### src/design/gmii_rx_params.svh
// compile-time constants; FIFO depth must be a power of two and at least one maximum frame
`ifndef GMII_RX_PARAMS_SVH
`define GMII_RX_PARAMS_SVH

// preamble fill byte and start-of-frame delimiter as seen on rxd
`define GMII_RX_PREAMBLE 8'h55
`define GMII_RX_SFD 8'hD5

// CRC-32 remainder left after running over data plus a correct FCS
// given in the bit order of the normal (non-reflected) polynomial
`define GMII_RX_CRC_RESIDUE 32'hC704DD7B

// frame store size in bytes
`define GMII_RX_FIFO_DEPTH 4096

// largest frame the store reserves room for, FCS included
`define GMII_RX_MAX_FRAME 1526

// ceiling of the consumer credit counter
`define GMII_RX_CREDIT_MAX 16

`endif

### src/design/gmii_rx_pkg.sv
// shared types only; widths follow the limits in gmii_rx_params.svh, which must be on the include path
`include "gmii_rx_params.svh"

package gmii_rx_pkg;

    // one GMII data byte as it moves through the receive path
    typedef logic [7:0] rx_byte_t;

    // per-frame result queued by the emitter
    // 1 means the FCS matched and no rx_er was seen
    typedef logic verdict_t;

    // consumer byte credits, 0 up to the credit ceiling inclusive
    typedef logic [$clog2(`GMII_RX_CREDIT_MAX + 1)-1:0] credit_t;

    // frame store occupancy in bytes, 0 up to the full depth inclusive
    typedef logic [$clog2(`GMII_RX_FIFO_DEPTH + 1)-1:0] fifo_level_t;

endpackage

### src/design/rx_frame_delineator.sv
// expects d_in = {rx_er, rx_dv, rxd}; needs a preamble byte before the SFD, forwards bytes after it
`timescale 1ns/10ps
`include "gmii_rx_params.svh"

module rx_frame_delineator (
    input  logic                  clk_io,
    input  logic                  arst_n,
    input  logic [9:0]            d_in,
    output logic                  byte_valid,
    output gmii_rx_pkg::rx_byte_t byte_data,
    output logic                  byte_first,
    output logic                  byte_last,
    output logic                  frame_err
);

    typedef enum logic [1:0] {
        st_idle,
        st_preamble,
        st_frame,
        st_discard
    } state_t;

    state_t state;

    // split of the captured pin word
    gmii_rx_pkg::rx_byte_t rxd;
    logic rx_dv;
    logic rx_er;

    // one-byte hold so the final byte can be tagged when dv drops
    gmii_rx_pkg::rx_byte_t hold_q;
    logic hold_valid;
    logic first_q;
    // sticky rx_er over the frame body
    logic err_q;

    assign rxd   = d_in[7:0];
    assign rx_dv = d_in[8];
    assign rx_er = d_in[9];

    always_ff @(posedge clk_io or negedge arst_n) begin
        if (!arst_n) begin
            state      <= st_idle;
            hold_valid <= 1'b0;
            first_q    <= 1'b0;
            err_q      <= 1'b0;
        end else begin
            case (state)
                st_idle: begin
                    // a frame has to open with preamble, anything else is junk
                    if (rx_dv) begin
                        state <= (rxd == `GMII_RX_PREAMBLE) ? st_preamble : st_discard;
                    end
                end
                st_preamble: begin
                    if (!rx_dv) begin
                        state <= st_idle;
                    end else if (rxd == `GMII_RX_SFD) begin
                        state   <= st_frame;
                        first_q <= 1'b1;
                        err_q   <= 1'b0;
                    end else if (rxd != `GMII_RX_PREAMBLE) begin
                        state <= st_discard;
                    end
                end
                st_frame: begin
                    if (rx_dv) begin
                        hold_valid <= 1'b1;
                        err_q      <= err_q | rx_er;
                        // held byte goes out this cycle, so first is spent
                        if (hold_valid) begin
                            first_q <= 1'b0;
                        end
                    end else begin
                        state      <= st_idle;
                        hold_valid <= 1'b0;
                        first_q    <= 1'b0;
                    end
                end
                default: begin
                    // bad preamble, wait out the rest of the burst
                    if (!rx_dv) begin
                        state <= st_idle;
                    end
                end
            endcase
        end
    end

    // byte payload, refreshed with every frame byte
    always_ff @(posedge clk_io) begin
        if (state == st_frame && rx_dv) begin
            hold_q <= rxd;
        end
    end

    // held byte leaves once the next pin word tells whether it was the last
    assign byte_valid = hold_valid;
    assign byte_data  = hold_q;
    assign byte_first = hold_valid & first_q;
    assign byte_last  = hold_valid & ~rx_dv;
    assign frame_err  = hold_valid & ~rx_dv & err_q;

    // forwarded bytes only ever come from inside a delimited frame
    a_valid_in_frame: assert property (@(posedge clk_io) disable iff (!arst_n)
        byte_valid |-> state == st_frame)
        else $error("byte forwarded outside a frame");

    // byte_first marks exactly the opening byte of each run of forwarded bytes
    a_first_opens: assert property (@(posedge clk_io) disable iff (!arst_n)
        byte_valid |-> (byte_first == !$past(byte_valid)))
        else $error("byte_first missing on the opening byte or set inside a frame");

endmodule

### config.mk
export PLATFORM = sky130hd
export DESIGN_NAME = rx_frame_delineator
export DESIGN_NICKNAME = d
export VERILOG_FILES = /design/src/design/gmii_rx_pkg.sv /design/src/design/rx_frame_delineator.sv
export VERILOG_INCLUDE_DIRS = /design/src /design/src/design
export SDC_FILE = /design/constraint.sdc
export NUM_CORES = 1
export LEC_CHECK = 0
export BUFFER_PORTS_ARGS = -buffer_cell sky130_fd_sc_hd__buf_2
export CAP_MARGIN = 10
export CELL_PAD_IN_SITES_DETAIL_PLACEMENT = 1
export CELL_PAD_IN_SITES_GLOBAL_PLACEMENT = 1
export CORE_MARGIN = 4
export CORE_UTILIZATION = 31
export CTS_BUF_LIST = sky130_fd_sc_hd__clkbuf_4 sky130_fd_sc_hd__clkbuf_8
export DETAILED_ROUTE_END_ITERATION = 8
export GPL_TIMING_DRIVEN = 0
export PLACE_DENSITY = 0.71
export SYNTH_ARGS = -nofsm -noshare
export SYNTH_HDL_FRONTEND = slang
export SYNTH_SLANG_ARGS = --single-unit
### constraint.sdc
create_clock -name clk_io -period 1.1 [get_ports clk_io]
set_input_delay 0.055 -clock clk_io [delete_from_list [all_inputs] [get_ports clk_io]]
set_output_delay 0.055 -clock clk_io [all_outputs]
set_load 0.1 [all_outputs]
# [Yosys cells after proc, flatten, opt, wreduce, memory -nomap -nowiden]
# Index checks and enable logic that the tools add are counted.
[classes] magnitude_cmp=0 addsub=0 n_eq_ne=12 n_bitwise=5 n_mux=17 n_mul=0 shifts=0 n_div=0 reduce_logical=6
[ops] op="2-bit two-way mux" n=6
[ops] op="8-bit by 7-bit equality test with 1-bit output (second input constant)" n=1
[ops] op="8-bit equality test (second input constant)" n=1
[ops] op="1-bit two-way mux" n=8
[ops] op="2-bit != test (second input constant)" n=4
[ops] op="8-bit by 7-bit != test with 1-bit output (second input constant)" n=1
[ops] op="4-bit AND reduction" n=2
[ops] op="4-bit != test (second input constant)" n=1
[ops] op="1-bit case mux with 2 select lines" n=2
[ops] op="2-bit case mux with 2 select lines" n=1
[ops] op="1-bit bitwise AND" n=3
[ops] op="3-bit by 1-bit != test with 1-bit output (second input constant)" n=1
[ops] op="3-bit != test (second input constant)" n=1
[ops] op="3-bit AND reduction" n=1
[ops] op="2-bit by 1-bit equality test with 1-bit output (second input constant)" n=1
[ops] op="2-bit equality test (second input constant)" n=1
[ops] op="2-bit zero test" n=1
[ops] op="2-bit nonzero test" n=1
[ops] op="1-bit logical AND" n=1
[ops] op="1-bit inverter" n=1
[ops] op="1-bit bitwise OR" n=1
[word_totals] rom_bits=0 ramBits=0 latch_bits=0 elab_cells=45 out_inout_bits=12 regBits=13 memories=0

# [Depth between registers and ports, before layout]
[depth] word_depth=5 mapped_depth=3

# [Worst setup path after synthesis]
# Ideal clock, no wire load.
[synth_timing] path_kind="register to output" startpoint="register hold_valid, in the netlist byte_valid" endpoint="output port frame_err" t_arrival_ps=3325 path_buffers=0 stages_incl_launch_ff=3 slack_ps=-2280 path_cell_list="dfrtp_1 > nor2b_1 > and2_1"
[synth_via] elab_chain_len=2
[synth_lines] item="start, declared" line="rx_frame_delineator.sv:32" text="logic hold_valid;"
[synth_lines] item="start signal, assigned" line="rx_frame_delineator.sv:44" text="hold_valid <= 1'b0;"
[synth_lines] item="start signal, assigned" line="rx_frame_delineator.sv:68" text="hold_valid <= 1'b1;"
[synth_lines] item="start signal, assigned" line="rx_frame_delineator.sv:76" text="hold_valid <= 1'b0;"
[synth_lines] item="1-bit bitwise AND"
[synth_lines] item="via byte_last" line="rx_frame_delineator.sv:12" text="output logic byte_last,"
[synth_lines] item="1-bit bitwise AND" line="rx_frame_delineator.sv:102" text="assign frame_err = hold_valid & ~rx_dv & err_q;"
[synth_lines] item="end, declared" line="rx_frame_delineator.sv:13" text="output logic frame_err"
# The timed path passes the listed nets, and every way through them passes these cells.

# [Worst setup path in the final report]
[layout_timing] startpoint="register hold_valid, in the netlist byte_valid" endpoint="output port frame_err"
[layout_via] elab_chain_len=2
[layout_lines] item="1-bit bitwise AND (2 in a row)" line="rx_frame_delineator.sv:102"
# Every way passes these cells.

==> impl_metrics.ini <==
[pwr]
power_frac_seq = 0.466
p_per_area_nw_per_um2 = 1410
vdd_drop_max_mv = 0.757
total_power_uw = 1200
switching_share = 0.315
p_clk_frac = 0.258
combinationalPowerShare = 0.276
p_int_uw = 822
p_leak_uw = 0.000362
switchingPower_uw = 379

[logic_synthesis]
synthMuxAreaShare = 0
synth_cell_types = 18
syn_inst = 32
yosys.area_share.simple = 0.176
synth_area_um2 = 492
synth_compound_area_frac = 0.0814
synth.avg_cell_area_um2 = 15.4
yosysWarnings = 0
synth_top_family_by_area = simple AND/OR/NAND/NOR gates
synth_fa_ha_area_frac = 0
syn_nets = 44
synth_xor_xnor_area_share = 0
ys_ff_latch = 13
yosysSeqAreaShare = 0.743

[clocking]
cts_sinks = 13
cts_buffer_depth = 2
cts_root_buffer = clkbuf_4
htreeDepth = 1
numCtsBuffers = 3
cts_tree = built
clk_latency_ns = 0.27
clk_pin_slew_ns = 0.08

[die]
fp.coreArea_um2 = 1510
fp.dieH_um = 47.8
die_area_um2 = 2290
die_w_um = 47.8
io_pins = 24
initial_core_util = 0.326
rows = 14

[timing]
fin_crit_sh = 1.15
setup_viol = 12
rsz0062_at_grt = yes
fmax_mhz = 789
slew_viol_final = 0
fin_ws_ns = -0.167
period_minus_slack_ns = 1.27
slew_headroom = 0.678
worst_pin_slew_ns = 0.487
skew_ns = 0.00532
final-hold-violation-count = 0

[setup_path]
cp.arrival_ns = 1.21
critPathRequiredTime_ns = 1.04
start_kind = register
worstSetupPathType = reg2out
worstSetupEndpointType = output port
crit_path_max_fanout = 5
reg2reg_slack_ns = -0.01
reg2reg_depth = 3

[worst_hold_path]
min_path_type = in2reg
min_path_cells = 3

[outcome]
violations = setup timing
status = finished with violations

[layout]
synthToLayoutAreaGrowth_pct = 73.8
n_fill_cell = 155
fin_nets = 83
final_area_um2 = 855
drive_gt1_frac = 0.529
diodes = 0

[detailed_routing]
wirelength_um = 1260
met3_length_um = 109
drt_iter0_drc = 2
dr.pass1.iters = 3
vias = 403
ant_nets = 0
wire_per_inst_um = 14.7
drc = 0
vias_per_cell = 4.69
wl_met2_um = 639
route.top_layer_used = met3
wl_met1_um = 511

[place]
dpl_cell_area_um2 = 643
port_buffers = 23
place_congestion = 0.624

[grt]
antenna_found_initial = 0
grt-ovfl-total = 0
grt_max_degree = 11
grt_pass1_wl_um = 1950
track_usage = 0.128
grt_pass1_vias = 440

[run]
drv_cap = 0
power groups by stage:
stage	sequential [uW]	clock (uW)	combinational, uW
after floorplan	682	0	86.9
after global placement	567	0	259
after detailed placement	570	0	261
after CTS	559	320	302
after global routing	562	348	346
final	559	310	332
cell families (layout without fill, tap and decap cells):
logic type | Yosys count | after routing
buffers and inverters | 0 | 38
AO/OA/AOI/OAI | 6 | 6
AND/OR/NAND/NOR | 13 | 13
flip-flops | 13 | 13
cell usage after synthesis:
cell type  n  share of area
o311a_1    1          0.020
or2_1      1          0.013
dfrtp_1    5           0.25
nand4bb_1  2          0.046
and2_1     2          0.025
a21oi_1    1          0.010
nand2b_1   1          0.013
and3b_1    1          0.018
nor2_1     1         0.0076
a21o_1     1          0.015
o21ai_0    1          0.010
o21a_1     1          0.015
edfxtp_1   8           0.49
nor2b_1    2          0.025
o21ai_1    1          0.010
nand2_1    1         0.0076
nor3_1     1          0.010
nand3_1    1          0.010
path summary, 6_finish.rpt:
path	startpoint	to
setup reg to reg	state[1]$_DFFE_PN0P_	state[1]$_DFFE_PN0P_
min in group asynchronous	arst_n	byte_valid$_DFFE_PN0P_
hold / removal	d_in[9]	err_q$_DFFE_PN0P_
max in group asynchronous	arst_n	byte_valid$_DFFE_PN0P_
setup / recovery	byte_valid$_DFFE_PN0P_	frame_err
hold reg to reg	first_q$_DFFE_PN0P_	first_q$_DFFE_PN0P_
sequential cells by signal, indices dropped and copies added (netlist names):
| name | flops |
|---|---|
| state | 2 |
| err_q | 1 |
| first_q | 1 |
| byte_valid | 1 |
| byte_data | 8 |
critical path: stages, from the launching register on:
cell and delay (ns):
dfrtp_4 0.51, nor2b_4 0.14, and2_4 0.14, buf_12 0.16
stage by stage:
stage	setup TNS, ns	cells	setup slack [ns]	utilization	hold slack [ns]
floorplan	-0.891	32	-0.616	-	-0.241
global placement	-0.122	71	-0.0697	0.427	-0.122
detailed placement	-0.162	71	-0.0760	0.427	-0.119
CTS	-0.668	82	-0.172	0.524	0.00208
global route	-1.28	86	-0.212	0.567	0.0165
finish	-0.569	86	-0.167	0.567	0.0222
per-layer routing:
layer	vias up	track usage
li1	197	-
met1	194	0.148
met2	12	0.216
met3	0	0.0451
met4	0	0.0484
met5	-	0
cell type report:
class                   instances  area (um^2)  area share
well taps                      16         20.0      0.0234
multi-input cells              19          158       0.184
repair buffers                 34          278       0.325
flip-flops and latches         13          369       0.432
clock buffers                   4         30.0      0.0351
what timing repair did:
action,in CTS,in global routing
cloned,0,0
setup endpoints to repair,15,21
pin swaps,3,0
setup buffers,1,2
resized for setup,10,10
endpoints found under the hold margin,10,2
hold buffers,6,2
cells in the final DEF, fill, tap and decap left out:
master         instances
o311a_1                1
and3b_2                1
or2_4                  1
nand2b_1               1
buf_4                  3
nand2_1                1
nand4bb_4              1
and2_2                 1
edfxtp_1               8
a21oi_1                1
dfrtp_4                1
clkbuf_4              10
buf_12                 3
o21a_1                 1
nor2_1                 1
nor2b_4                1
o21ai_0                1
nand4bb_1              1
nand3_1                1
a21o_1                 1
dfrtp_1                4
buf_2                 14
nor2b_1                1
nor3_1                 1
dlygate4sd3_1          8
o21ai_1                1
and2_4                 1
Note: power is estimated with default switching activity, not from simulation.
